File: config.mk
export PLATFORM = sky130hd
export DESIGN_NAME = armController
export DESIGN_NICKNAME = d
export VERILOG_FILES = /design/src/hw/isaPkg.sv /design/src/hw/pipePkg.sv /design/src/hw/decodeStage.sv /design/src/hw/executeStage.sv /design/src/hw/memoryStage.sv /design/src/hw/writebackStage.sv /design/src/hw/armController.sv
export SDC_FILE = /design/constraint.sdc
export NUM_CORES = 1
export LEC_CHECK = 0
export BUFFER_PORTS_ARGS = -buffer_cell sky130_fd_sc_hd__buf_2
export CAP_MARGIN = 20
export CORE_ASPECT_RATIO = 0.6
export CORE_MARGIN = 2
export CORE_UTILIZATION = 46
export DETAILED_ROUTE_END_ITERATION = 12
export HOLD_SLACK_MARGIN = 0.02
export PLACE_DENSITY = 0.81
export SYNTH_ARGS = -nofsm -noshare
export SYNTH_HDL_FRONTEND = slang
export SYNTH_SLANG_ARGS = --single-unit
File: constraint.sdc
create_clock -name clk -period 2.6 [get_ports clk]
set_input_delay 0.13 -clock clk [delete_from_list [all_inputs] [get_ports clk]]
set_output_delay 0.13 -clock clk [all_outputs]
set_load 0.02 [all_outputs]
File: src/hw/isaPkg.sv
`default_nettype none

package isaPkg;

  // ====================
  // Instruction fields
  // ====================
  localparam int instrWidth = 32;

  localparam int condMsb  = 31;  // Condition field
  localparam int condLsb  = 28;
  localparam int groupMsb = 27;  // Opcode group
  localparam int groupLsb = 26;
  localparam int immBit   = 25;  // DP immediate, or LDR/STR register offset
  localparam int opMsb    = 24;  // DP opcode
  localparam int opLsb    = 21;
  localparam int upBit    = 23;  // Offset added when set
  localparam int byteBit  = 22;
  localparam int sBit     = 20;  // DP flag update
  localparam int loadBit  = 20;  // Same bit as S, load/store only
  localparam int rdMsb    = 15;  // Destination register
  localparam int rdLsb    = 12;

  localparam logic [3:0] pcRegIndex = 4'd15;

  // Opcode groups from bits 27:26
  typedef logic [1:0] groupT;
  localparam groupT groupDataProc  = 2'b00;
  localparam groupT groupLoadStore = 2'b01;
  localparam groupT groupBranch    = 2'b10;
  localparam groupT groupOther     = 2'b11;  // Coprocessor, SWI

  // ====================
  // Condition codes
  // ====================
  typedef logic [3:0] condT;
  localparam condT condEq = 4'b0000;
  localparam condT condNe = 4'b0001;
  localparam condT condCs = 4'b0010;
  localparam condT condCc = 4'b0011;
  localparam condT condMi = 4'b0100;
  localparam condT condPl = 4'b0101;
  localparam condT condVs = 4'b0110;
  localparam condT condVc = 4'b0111;
  localparam condT condHi = 4'b1000;
  localparam condT condLs = 4'b1001;
  localparam condT condGe = 4'b1010;
  localparam condT condLt = 4'b1011;
  localparam condT condGt = 4'b1100;
  localparam condT condLe = 4'b1101;
  localparam condT condAl = 4'b1110;

  // ALU function, same encoding as the DP opcode
  typedef logic [3:0] aluOpT;
  localparam aluOpT aluSub = 4'b0010;
  localparam aluOpT aluAdd = 4'b0100;

endpackage

`default_nettype wire

File: src/hw/pipePkg.sv
`default_nettype none

package pipePkg;

  // ====================
  // Flags
  // ====================
  typedef logic [3:0] flagsT;       // {N, Z, C, V}
  localparam int flagN = 3;
  localparam int flagZ = 2;
  localparam int flagC = 1;
  localparam int flagV = 0;

  typedef logic [1:0] flagWriteT;
  localparam int flagWriteNz = 1;   // Upper half writes N and Z
  localparam int flagWriteCv = 0;   // Lower half writes C and V

  // ====================
  // Memory lanes
  // ====================
  typedef logic [3:0] byteMaskT;    // One enable per byte lane
  typedef logic [1:0] offsetT;      // Byte offset in word
  localparam byteMaskT byteMaskAll  = 4'b1111;
  localparam byteMaskT byteMaskNone = 4'b0000;

  // ====================
  // Datapath selects
  // ====================
  typedef logic [1:0] regSrcT;
  typedef logic [1:0] immSrcT;

  // Main decoder word
  // {regSrc, immSrc, aluSrc, memtoReg, regWrite, memWrite, branch, aluOp}
  localparam int ctrlWidth = 10;

endpackage

`default_nettype wire

File: src/hw/decodeStage.sv
`timescale 1ns/10ps
`default_nettype none

module decodeStage (
  input  logic [isaPkg::instrWidth-1:0] instrD,
  output pipePkg::regSrcT               regSrcD,
  output pipePkg::immSrcT               immSrcD,
  output logic                          aluSrcD,
  output logic                          memtoRegD,
  output logic                          regWriteD,
  output logic                          memWriteD,
  output logic                          branchD,
  output logic                          pcSrcD,
  output logic                          byteD,
  output isaPkg::aluOpT                 aluControlD,
  output pipePkg::flagWriteT            flagWriteD,
  output isaPkg::condT                  condD
);

  import isaPkg::*;
  import pipePkg::*;

  logic [ctrlWidth-1:0] controlsD;
  groupT                groupD;
  logic                 aluOpD;      // DP instruction, opcode goes to ALU
  logic                 immD;
  logic                 loadD;
  logic                 upD;
  logic                 sD;
  logic [3:0]           rdD;
  logic                 isLoadStoreD;

  // Instruction fields
  assign groupD       = instrD[groupMsb:groupLsb];
  assign immD         = instrD[immBit];
  assign loadD        = instrD[loadBit];
  assign upD          = instrD[upBit];
  assign sD           = instrD[sBit];
  assign rdD          = instrD[rdMsb:rdLsb];
  assign condD        = instrD[condMsb:condLsb];
  assign isLoadStoreD = (groupD == groupLoadStore);

  // ====================
  // Main decoder
  // ====================
  always_comb begin
    case (groupD)
      groupDataProc: begin
        if (immD) controlsD = 10'b00_00_1010_01;  // DP immediate
        else      controlsD = 10'b00_00_0010_01;  // DP register
      end
      groupLoadStore: begin
        // Bit 25 clear means immediate offset here
        if (loadD) begin
          if (immD) controlsD = 10'b00_01_0110_00;  // LDR register offset
          else      controlsD = 10'b00_01_1110_00;  // LDR immediate offset
        end else begin
          if (immD) controlsD = 10'b10_01_0001_00;  // STR register offset
          else      controlsD = 10'b10_01_1001_00;  // STR immediate offset
        end
      end
      groupBranch: controlsD = 10'b01_10_1000_10;  // B
      groupOther:  controlsD = 10'b00_00_0000_00;  // Not supported, acts as NOP
    endcase
  end

  assign {regSrcD, immSrcD, aluSrcD, memtoRegD, regWriteD,
          memWriteD, branchD, aluOpD} = controlsD;

  // ====================
  // ALU decoder
  // ====================
  always_comb begin
    if (isLoadStoreD) begin
      aluControlD = upD ? aluAdd : aluSub;  // Offset direction
      flagWriteD  = 2'b00;
    end else if (aluOpD) begin
      aluControlD = instrD[opMsb:opLsb];   // Opcode straight through
      flagWriteD  = {2{sD}};               // Both halves on S
    end else begin
      aluControlD = aluAdd;                // Branch target add
      flagWriteD  = 2'b00;
    end
  end

  // Byte access only meaningful for LDRB/STRB
  assign byteD = isLoadStoreD & instrD[byteBit];

  // PC written by branch or by any write to r15
  assign pcSrcD = branchD | (regWriteD & (rdD == pcRegIndex));

endmodule

`default_nettype wire

File: src/hw/executeStage.sv
`timescale 1ns/10ps
`default_nettype none

module executeStage (
  input  logic               clk,
  input  logic               reset,
  input  logic               flushE,
  // From decode
  input  logic               aluSrcD,
  input  logic               memtoRegD,
  input  logic               regWriteD,
  input  logic               memWriteD,
  input  logic               branchD,
  input  logic               pcSrcD,
  input  logic               byteD,
  input  isaPkg::aluOpT      aluControlD,
  input  pipePkg::flagWriteT flagWriteD,
  input  isaPkg::condT       condD,
  // Flags
  input  pipePkg::flagsT     aluFlagsE,
  input  pipePkg::flagsT     flagsNextM,
  input  pipePkg::flagsT     flagsNextW,
  input  pipePkg::flagsT     committedFlags,
  input  logic               setFlagsM,
  input  logic               setFlagsW,
  // To datapath and memory stage
  output logic               aluSrcE,
  output isaPkg::aluOpT      aluControlE,
  output logic               branchTakenE,
  output logic               regWriteGatedE,
  output logic               memWriteGatedE,
  output logic               pcSrcGatedE,
  output logic               memtoRegE,
  output logic               byteE,
  output logic               setFlagsE,
  output pipePkg::flagsT     flagsNextE,
  output logic               pcWritePending
);

  import isaPkg::*;
  import pipePkg::*;

  logic      regWriteE;
  logic      memWriteE;
  logic      branchE;
  logic      pcSrcE;
  flagWriteT flagWriteE;
  condT      condE;
  flagsT     flagsE;      // Flags as seen by this instruction
  logic      condExE;
  logic      n, z, c, v;

  // ====================
  // D/E register
  // ====================
  always_ff @(posedge clk) begin
    if (reset || flushE) begin  // Bubble on flush
      regWriteE  <= 1'b0;
      memWriteE  <= 1'b0;
      branchE    <= 1'b0;
      pcSrcE     <= 1'b0;
      memtoRegE  <= 1'b0;
      byteE      <= 1'b0;
      flagWriteE <= 2'b00;
    end else begin
      regWriteE  <= regWriteD;
      memWriteE  <= memWriteD;
      branchE    <= branchD;
      pcSrcE     <= pcSrcD;
      memtoRegE  <= memtoRegD;
      byteE      <= byteD;
      flagWriteE <= flagWriteD;
    end
  end

  always_ff @(posedge clk) begin
    condE       <= condD;
    aluSrcE     <= aluSrcD;
    aluControlE <= aluControlD;
  end

  // Youngest pending flags win
  assign flagsE = setFlagsM ? flagsNextM :
                  setFlagsW ? flagsNextW : committedFlags;

  assign n = flagsE[flagN];
  assign z = flagsE[flagZ];
  assign c = flagsE[flagC];
  assign v = flagsE[flagV];

  // ====================
  // Condition check
  // ====================
  always_comb begin
    case (condE)
      condEq:  condExE = z;
      condNe:  condExE = ~z;
      condCs:  condExE = c;
      condCc:  condExE = ~c;
      condMi:  condExE = n;
      condPl:  condExE = ~n;
      condVs:  condExE = v;
      condVc:  condExE = ~v;
      condHi:  condExE = c & ~z;
      condLs:  condExE = ~c | z;
      condGe:  condExE = (n == v);
      condLt:  condExE = (n != v);
      condGt:  condExE = ~z & (n == v);
      condLe:  condExE = z | (n != v);
      condAl:  condExE = 1'b1;
      default: condExE = 1'b1;  // 1111 treated as always
    endcase
  end

  // Writes only when condition passes
  assign branchTakenE   = branchE & condExE;
  assign regWriteGatedE = regWriteE & condExE;
  assign memWriteGatedE = memWriteE & condExE;
  assign pcSrcGatedE    = pcSrcE & condExE;
  assign setFlagsE      = (|flagWriteE) & condExE;

  // Merge ALU flags per half
  assign flagsNextE[flagN:flagZ] = flagWriteE[flagWriteNz] ? aluFlagsE[flagN:flagZ]
                                                           : flagsE[flagN:flagZ];
  assign flagsNextE[flagC:flagV] = flagWriteE[flagWriteCv] ? aluFlagsE[flagC:flagV]
                                                           : flagsE[flagC:flagV];

  assign pcWritePending = pcSrcD | pcSrcE;  // M term added at top

endmodule

`default_nettype wire

File: src/hw/memoryStage.sv
`timescale 1ns/10ps
`default_nettype none

module memoryStage (
  input  logic              clk,
  input  logic              reset,
  input  logic              regWriteGatedE,
  input  logic              memWriteGatedE,
  input  logic              pcSrcGatedE,
  input  logic              memtoRegE,
  input  logic              byteE,
  input  logic              setFlagsE,
  input  pipePkg::flagsT    flagsNextE,
  input  pipePkg::offsetT   aluResultE,
  output logic              memWriteM,
  output pipePkg::byteMaskT byteMaskM,
  output logic              regWriteM,
  output logic              memtoRegM,
  output logic              pcSrcM,
  output logic              setFlagsM,
  output pipePkg::flagsT    flagsNextM
);

  import pipePkg::*;

  logic   byteM;
  offsetT offsetM;

  always_ff @(posedge clk) begin
    if (reset) begin
      memWriteM <= 1'b0;
      regWriteM <= 1'b0;
      memtoRegM <= 1'b0;
      pcSrcM    <= 1'b0;
      setFlagsM <= 1'b0;
      byteM     <= 1'b0;
    end else begin
      memWriteM <= memWriteGatedE;
      regWriteM <= regWriteGatedE;
      memtoRegM <= memtoRegE;
      pcSrcM    <= pcSrcGatedE;
      setFlagsM <= setFlagsE;
      byteM     <= byteE;
    end
  end

  always_ff @(posedge clk) begin
    offsetM    <= aluResultE;
    flagsNextM <= flagsNextE;
  end

  // Lane enables, little-endian
  always_comb begin
    if (!memWriteM)  byteMaskM = byteMaskNone;  // Loads and others
    else if (!byteM) byteMaskM = byteMaskAll;   // Word store
    else             byteMaskM = byteMaskT'(4'b0001 << offsetM);
  end

endmodule

`default_nettype wire

File: src/hw/writebackStage.sv
`timescale 1ns/10ps
`default_nettype none

module writebackStage (
  input  logic           clk,
  input  logic           reset,
  input  logic           regWriteM,
  input  logic           memtoRegM,
  input  logic           pcSrcM,
  input  logic           setFlagsM,
  input  pipePkg::flagsT flagsNextM,
  output logic           regWriteW,
  output logic           memtoRegW,
  output logic           pcSrcW,
  output logic           setFlagsW,
  output pipePkg::flagsT flagsNextW,
  output pipePkg::flagsT committedFlags
);

  import pipePkg::*;

  // ====================
  // M/W register
  // ====================
  always_ff @(posedge clk) begin
    if (reset) begin
      regWriteW <= 1'b0;
      memtoRegW <= 1'b0;
      pcSrcW    <= 1'b0;
      setFlagsW <= 1'b0;
    end else begin
      regWriteW <= regWriteM;
      memtoRegW <= memtoRegM;
      pcSrcW    <= pcSrcM;
      setFlagsW <= setFlagsM;
    end
  end

  always_ff @(posedge clk) begin
    flagsNextW <= flagsNextM;  // Qualified by setFlagsW
  end

  // ====================
  // Flags register
  // ====================
  always_ff @(posedge clk) begin
    if (reset) begin
      committedFlags <= flagsT'(4'b0000);
    end else if (setFlagsW) begin
      committedFlags <= flagsNextW;  // Commit one cycle after W
    end
  end

endmodule

`default_nettype wire

File: src/hw/armController.sv
`timescale 1ns/10ps
`default_nettype none

module armController (
  input  logic                          clk,
  input  logic                          reset,
  input  logic [isaPkg::instrWidth-1:0] instrD,
  input  pipePkg::flagsT                aluFlagsE,
  input  pipePkg::offsetT               aluResultE,
  input  logic                          flushE,
  // Datapath selects
  output pipePkg::regSrcT               regSrcD,
  output pipePkg::immSrcT               immSrcD,
  output logic                          aluSrcE,
  output isaPkg::aluOpT                 aluControlE,
  // Gated controls
  output logic                          branchTakenE,
  output logic                          memWriteM,
  output pipePkg::byteMaskT             byteMaskM,
  output logic                          regWriteW,
  output logic                          memtoRegW,
  output logic                          pcSrcW,
  output logic                          pcWritePending,
  output pipePkg::flagsT                committedFlags
);

  import isaPkg::*;
  import pipePkg::*;

  logic      aluSrcD, memtoRegD, regWriteD, memWriteD;
  logic      branchD, pcSrcD, byteD;
  aluOpT     aluControlD;
  flagWriteT flagWriteD;
  condT      condD;
  logic      regWriteGatedE, memWriteGatedE, pcSrcGatedE;
  logic      memtoRegE, byteE, setFlagsE, pcWritePendingDE;
  logic      regWriteM, memtoRegM, pcSrcM, setFlagsM, setFlagsW;
  flagsT     flagsNextE, flagsNextM, flagsNextW;

  decodeStage decode (
    .instrD, .regSrcD, .immSrcD, .aluSrcD, .memtoRegD, .regWriteD, .memWriteD,
    .branchD, .pcSrcD, .byteD, .aluControlD, .flagWriteD, .condD
  );

  executeStage execute (
    .clk, .reset, .flushE,
    .aluSrcD, .memtoRegD, .regWriteD, .memWriteD, .branchD, .pcSrcD, .byteD,
    .aluControlD, .flagWriteD, .condD,
    .aluFlagsE, .flagsNextM, .flagsNextW, .committedFlags, .setFlagsM, .setFlagsW,
    .aluSrcE, .aluControlE, .branchTakenE, .regWriteGatedE, .memWriteGatedE,
    .pcSrcGatedE, .memtoRegE, .byteE, .setFlagsE, .flagsNextE,
    .pcWritePending(pcWritePendingDE)
  );

  memoryStage memory (
    .clk, .reset, .regWriteGatedE, .memWriteGatedE, .pcSrcGatedE, .memtoRegE,
    .byteE, .setFlagsE, .flagsNextE, .aluResultE,
    .memWriteM, .byteMaskM, .regWriteM, .memtoRegM, .pcSrcM, .setFlagsM, .flagsNextM
  );

  writebackStage writeback (
    .clk, .reset, .regWriteM, .memtoRegM, .pcSrcM, .setFlagsM, .flagsNextM,
    .regWriteW, .memtoRegW, .pcSrcW, .setFlagsW, .flagsNextW, .committedFlags
  );

  // PC write anywhere in D, E or M holds fetch
  assign pcWritePending = pcWritePendingDE | pcSrcM;

endmodule

`default_nettype wire

==> key figures, run 1 <==
Logic synthesis
  – Asr flop ratio synth: 0
  – Main synth FF type: dfxtp_1
  – Mapped Nets: 185
  – Post-synthesis register bit count: 40
  – Synth warn: 0
  – Post-synth cell types: 38
  – Number of flops mapped to enable cells by yosys: 0
  – Post-synth top area share: 0.5333
  – Leading area contributor after synthesis: dfxtp_1
  – Sequential-to-total area share from yosys stat: 0.5333
  – Synth Area per Inst: 10.43 um2
  – Post-Synthesis Cells: 144
  – Largest cells by area after synthesis: dfxtp_1 53%, nor2b_1 5.0%, nor3b_1 3.0%
  – Synth Cell Area: 1501 um2

Setup path
  – Critical Path End Type: output pin
  – Worst setup SP type: flip-flop
  – CP Class: flip-flop to output pin
  – CP arrival: around 2400 ps
  – Slowest CP cell: mux4_2
  – Critical path startpoint: writeback.setFlagsW
  – Flop-to-flop setup slack: 570 ps
  – Worst path top cell family by delay: multiplexers
  – Slowest Stage Delay on Critical Path: 470 ps
  – R2r worst-path depth: 6
  – Worst-path maximum fanout: 6
  – Setup crit end: branchTakenE
  – WP depth: 7
  – Buffers & Inverters on Critical Path: 1
  – Worst EP required: 2470 ps
  – Worst R2R End: memory.setFlagsM
  – Worst-path cell chain: mux2_4, mux4_2, xnor2_1, nor3_2, a211oi_4, nor2b_1, buf_2
  – Worst r2r src: writeback.setFlagsW

Place
  – # port buffers: 47
  – Gp weighted congestion: 0.8609
  – Cells after DPL: 230
  – Placed Instance Area: 1755 um2
  – Final HPWL DP: 2099 um

Timing
  – Slew headroom: 0.6167
  – Highest Clock Rate: 402.3 MHz
  – Final Hold Vio Count: 0
  – Final TNS setup: 0 ps
  – Max-slew violation count: 0
  – # setup viols final: 0
  – Fin crit share: 0.9560
  – Layout Skew: roughly 8.3 ps
  – RSZ-0062 raised after global routing: false
  – Worst slew pin tran: 560.5 ps
  – Final Critical Period: 2486 ps

Routing
  – WL per Instance: between 10 and 15 um
  – Vias: ~1100
  – # DRC: 0
  – 1st-iter DRT viols: 58
  – Via density per instance: 4.654
  – Routed Antenna Nets: 0
  – 1st-pass router iterations: 4
  – Total routed wirelength: between 2000 and 3000 um

Final layout
  – # fillers: 277
  – Finished Cell Area: roughly 1900 um2
  – Nets@finish: 239
  – Syn-to-layout area delta: 26.75%
  – Final std cells w/o fill: 243
  – Share of post-route cells with drive strength above 1: 0.3283
  – Antenna Cells: 0

Clock tree
  – CTS sink cnt: 40
  – Htree depth: 2
  – Root Driver: clkbuf_8
  – Worst-path clk slew: 70 ps
  – CTS Buffer Depth: 2
  – CTS tree: yes
  – CTS Buf Count: 5
  – Clock Latency Late Sink: 290 ps
  – Postcts setup bufs: 0

Global route
  – Total GRT Usage: 0.1690
  – Global route total overflow: 0
  – Largest net degree at the start of global routing: 17
  – Vias in the first global route: 985
  – First-pass GRT wire length: roughly 4700 um
  – Initial antenna violation count: 0

Floorplan
  – Core box area: approximately 3200 um2
  – Initial Utilization: 0.4717
  – Site Rows: 16
  – Io pins: 64
  – Die Height: between 40 and 50 um
  – Die ar.: 3752 um2
  – Die width: 77.76 um

Flow run
  – Max_cap viols: 0

Pwr
  – Cell area power density: a little under 600 nW/um2
  – Maximum vdd drop: about 0.33 mV
  – Pleak: 0.0008471 uW

Min path
  – Hold WC Path Type: primary input to flip-flop

Status
  – Outcome: finished, final reports clean
-- placed cells by master (no fill, tap or decap), drive strengths merged, types with 2 or more instances in the layout --
| cell type | count |
|---|---|
| buf | 48 |
| and3 | 3 |
| dfxtp | 40 |
| clkbuf | 5 |
| nor2 | 8 |
| a21boi | 3 |
| and2 | 4 |
| mux2i | 4 |
| nand2b | 4 |
| mux2 | 4 |
| inv | 7 |
| or2 | 2 |
| nor3 | 2 |
| nor2b | 12 |
| xnor2 | 5 |
| a211oi | 2 |
| a22oi | 2 |
| dlygate4sd3 | 6 |
| nand2 | 10 |
| nor3b | 6 |
| o21ai | 6 |
-- flip-flops by register name (all words and copies together), names as in the netlist, 2 cells and up --
register                  cells
writeback.committedFlags      4
execute.aluControlE           4
memory.offsetM                2
writeback.flagsNextW          4
memory.flagsNextM             4
execute.condE                 4
-- cells in the mapped netlist (3+ instances only) --
cell type / instances
dfxtp_1: 40
nor2b_1: 12
nand2_1: 10
nor2_1: 8
inv_1: 6
nor3b_1: 6
o21ai_0: 6
xnor2_1: 5
and2_1: 4
mux2i_1: 4
nand2b_1: 4
a21boi_0: 3
and3_1: 3
buf_4: 3
clkbuf_1: 3
-- worst reg2reg max path, cell delays in order, from the launching register on --
cell and delay [ps]:
dfxtp_2 420, mux2_4 340, mux4_2 470, xnor2_1 190
nor3_2 80, a211oi_4 320, nor3b_1 90
-- power breakdown --
part	switching [uW]	internal, uW	total (uW)
registers	10.5	628	638
logic	50.9	46.0	96.9
clock network	198	181	379
-- worst min path at each step --
stage / cells past startpoint / startpoint / slack (ps) / to
after floorplan: 0 / instrD[28] / 160 / execute.condE[0]
after global placement: 1 / instrD[30] / 230 / execute.condE[2]
after detailed placement: 1 / instrD[30] / 230 / execute.condE[2]
after CTS: 3 / aluFlagsE[1] / 30 / memory.flagsNextM[1]
after global routing: 2 / instrD[23] / 30 / execute.aluControlE[2]
final: 3 / aluFlagsE[1] / 40 / memory.flagsNextM[1]
-- cell type report --
type / count / area (um2) / area share
Timing Repair Buffer: 54 / 302.8 / 0.1591
Clock buffer: 5 / 68.82 / 0.03616
Clock inverter: 2 / 12.51 / 0.006575
Multi-Input combinational cell: 90 / 634.4 / 0.3333
Sequential cell: 40 / 802.0 / 0.4214
Tap cell: 45 / 56.30 / 0.02959
Inverter: 7 / 26.28 / 0.01381
-- through the flow --
step / utilization / hold slack, ps / power (uW) / worst slack [ps]
6_report: 0.5979 / 35.58 / 1114 / 114.4
5_1_grt: 0.5979 / 25.06 / 1168 / 26.94
4_1_cts: 0.5959 / 31.98 / 1122 / 18.92
3_5_place_dp: 0.5515 / 234.5 / 741.6 / 323.6
3_3_place_gp: 0.5515 / 233.0 / 740.1 / 372.8
2_1_floorplan: - / 157.7 / 707.5 / 456.8
-- metal layers --
layer | vias up | share of wire | routed length, um | global-route usage
li1 | 594 | - | - | -
met1 | 489 | 0.52 | 1454 | 0.2371
met2 | 40 | 0.39 | 1094 | 0.2397
met3 | 8 | 0.069 | 192 | 0.05741
met4 | 0 | 0.020 | 57 | 0.07500
met5 | - | 0 | 0 | 0
-- cells by family after synthesis --
logic type | after synthesis | synth area share
XOR/XNOR | 5 | 0.02917
multiplexers | 9 | 0.07667
buffers and inverters | 14 | 0.04749
AO/OA/AOI/OAI | 23 | 0.1200
flip-flops | 40 | 0.5333
AND/OR/NAND/NOR | 53 | 0.1933
-- repair_timing --
action	CTS	global route
setup endpoints to repair	0	1
hold buffers	6	0
endpoints found under the hold margin	6	0
resized for setup	0	2
Power figures use the tool's default switching activity.
==> inputs of run 2 (changes only) <==
--- a/config.mk
+++ b/config.mk
@@ -12,7 +12,9 @@
 export CORE_UTILIZATION = 46
 export DETAILED_ROUTE_END_ITERATION = 12
 export HOLD_SLACK_MARGIN = 0.02
-export PLACE_DENSITY = 0.81
+export MAX_ROUTING_LAYER = met4
+export PLACE_DENSITY = 0.78
+export SETUP_SLACK_MARGIN = 0.5
 export SYNTH_ARGS = -nofsm -noshare
 export SYNTH_HDL_FRONTEND = slang
 export SYNTH_SLANG_ARGS = --single-unit
==> run 2 against run 1 <==
  * Sequential share of layout area decreased by 1.3 points
  * Clock skew decreased by 5.9 ps
  * Sequential power about the same
  * Register-to-register slack got worse by 50 ps
  * Die area unchanged
  * Critical endpoint unchanged
  * Largest cell class unchanged
  * Highest routed layer unchanged
==> key figures, run 2 (synthesized netlist as in run 1, its figures left out) <==
Status
  – Outcome: finished, final reports clean

Clock tree
  – CTS Buffer Depth: 2
  – Htree depth: 2
  – Worst-path clk slew: approximately 70 ps
  – CTS sink cnt: 40
  – CTS Buf Count: 5
  – CTS tree: yes
  – Root Driver: clkbuf_8
  – Clock Latency Late Sink: 280 ps

Floorplan
  – Io pins: 64
  – Site Rows: 16
  – Core box area: 3183 um2
  – Die Height: 48.26 um
  – Die width: 77.76 um
  – Initial Utilization: 0.4717
  – Die ar.: 3752 um2

Timing
  – Final Hold Vio Count: 0
  – Layout Skew: roughly 2.5 ps
  – Final Critical Period: 2341 ps
  – Slew headroom: 0.7396
  – # setup viols final: 0
  – Worst slew pin tran: around 390 ps
  – RSZ-0062 raised after global routing: true
  – Max-slew violation count: 0
  – Fin crit share: 0.9005
  – Final TNS setup: 0 ps
  – Highest Clock Rate: 427.1 MHz

Final layout
  – Nets@finish: 239
  – Share of post-route cells with drive strength above 1: 0.3788
  – Commonest non-fill, non-tap cell in the layout: buf_2
  – Syn-to-layout area delta: 31.25%
  – # fillers: 247
  – Most used cells in the layout excluding fill and tap cells: 47 x buf_2, 38 x dfxtp_1, 11 x nor2b_1
  – Final core utilization: 0.6191
  – Final std cells w/o fill: 243
  – Antenna Cells: 0

Global route
  – Total GRT Usage: 0.1728
  – Global route total overflow: 0
  – Largest net degree at the start of global routing: 17
  – First-pass GRT wire length: approximately 4600 um
  – Initial antenna violation count: 0
  – Vias in the first global route: 1008

Setup path
  – Slowest Stage Delay on Critical Path: 400 ps
  – Worst setup SP type: flip-flop
  – CP arrival: approximately 2200 ps
  – Worst-path cell chain: mux2_4, a2111o_1, a32oi_2, a211oi_1, a211oi_4, nor2b_2, buf_2
  – Worst-path maximum fanout: 6
  – Worst EP required: 2470 ps
  – Critical Path End Type: output pin
  – CP Class: flip-flop to output pin
  – Slowest CP cell: dfxtp_4

Routing
  – Routed Antenna Nets: 0
  – # DRC: 0
  – 1st-iter DRT viols: 66
  – 1st-pass router iterations: 4
  – Via density per instance: around 4.9
  – Total routed wirelength: approximately 3400 um
  – Vias: 1201
  – WL per Instance: 13.93 um

Pwr
  – Pleak: 0.0008649 uW
  – Cell area power density: 595.1 nW/um2
  – Maximum vdd drop: 0.3730 mV

Flow run
  – Max_cap viols: 0

Place
  – Gp weighted congestion: 0.8582
  – # port buffers: 47
  – Final HPWL DP: between 2000 and 2500 um
  – Cells after DPL: 229

Min path
  – Hold WC Path Type: primary input to flip-flop
## run 2: where the power goes
group / internal (uW) / total (uW) / switching, uW
clock: 236 / 425 / 189
sequential: 627 / 639 / 12.1
combinational: 50.4 / 109 / 58.3
## run 2: worst paths after layout
check | startpoint | end | slack [ps] | depth (start not counted)
worst max-delay path | writeback.setFlagsW | branchTakenE | 260 | 7
worst min register to register | memory.flagsNextM[1] | writeback.flagsNextW[1] | 350 | 0
worst min-delay path | flushE | execute.regWriteE | 40 | 2
worst max register to register | writeback.setFlagsW | memory.setFlagsM | 520 | 7
## run 2: metal layers
layer | global-route usage | vias to the layer above | routed length (um)
met2 | 0.2759 | 43 | 1688
li1 | - | 599 | -
met1 | 0.1970 | 553 | 1442
met5 | - | - | 0
met4 | 0.1071 | 0 | 46
met3 | 0.05741 | 6 | 208
## run 2: timing repair
| action | 4_1_cts | 5_1_grt |
|---|---|---|
| gates resized for setup | 3 | 9 |
| hold endpoints to repair | 6 | 0 |
| setup buffers | 1 | 0 |
| cloned | 0 | 0 |
| hold buffers | 6 | 0 |
| pin swaps | 1 | 0 |
| endpoints found under the setup margin | 5 | 5 |
## run 2: critical path: cells and delay by family, from the launching register on
kind	cells	cell delay (ps)
AO/OA/AOI/OAI	4	950
flip-flops	1	400
multiplexers	1	340
buffers and inverters	1	160
AND/OR/NAND/NOR	1	70
## run 2: layout make-up
| type | count | area [um2] | share of cell area |
|---|---|---|---|
| clock buffer | 7 | 96.34 | 0.04889 |
| sequential | 40 | 805.8 | 0.4089 |
| tap | 45 | 56.30 | 0.02857 |
| timing repair buffer | 54 | 302.8 | 0.1537 |
| inverter | 7 | 26.28 | 0.01333 |
| multi-input combinational | 90 | 683.2 | 0.3467 |
## run 2: through the flow
| step | hold slack, ps | total power (uW) | worst slack (ps) | cell area [um2] |
|---|---|---|---|---|
| detailed placement | 234.1 | 744.8 | 320.2 | 1750 |
| CTS | 28.81 | 1174 | 257.9 | 1923 |
| global route | 40.24 | 1219 | 209.0 | 1971 |
| global placement | 232.6 | 738.3 | 365.7 | 1750 |
| floorplan | 157.7 | 707.9 | 551.4 | 1504 |
| finish | 44.28 | 1173 | 258.8 | 1971 |
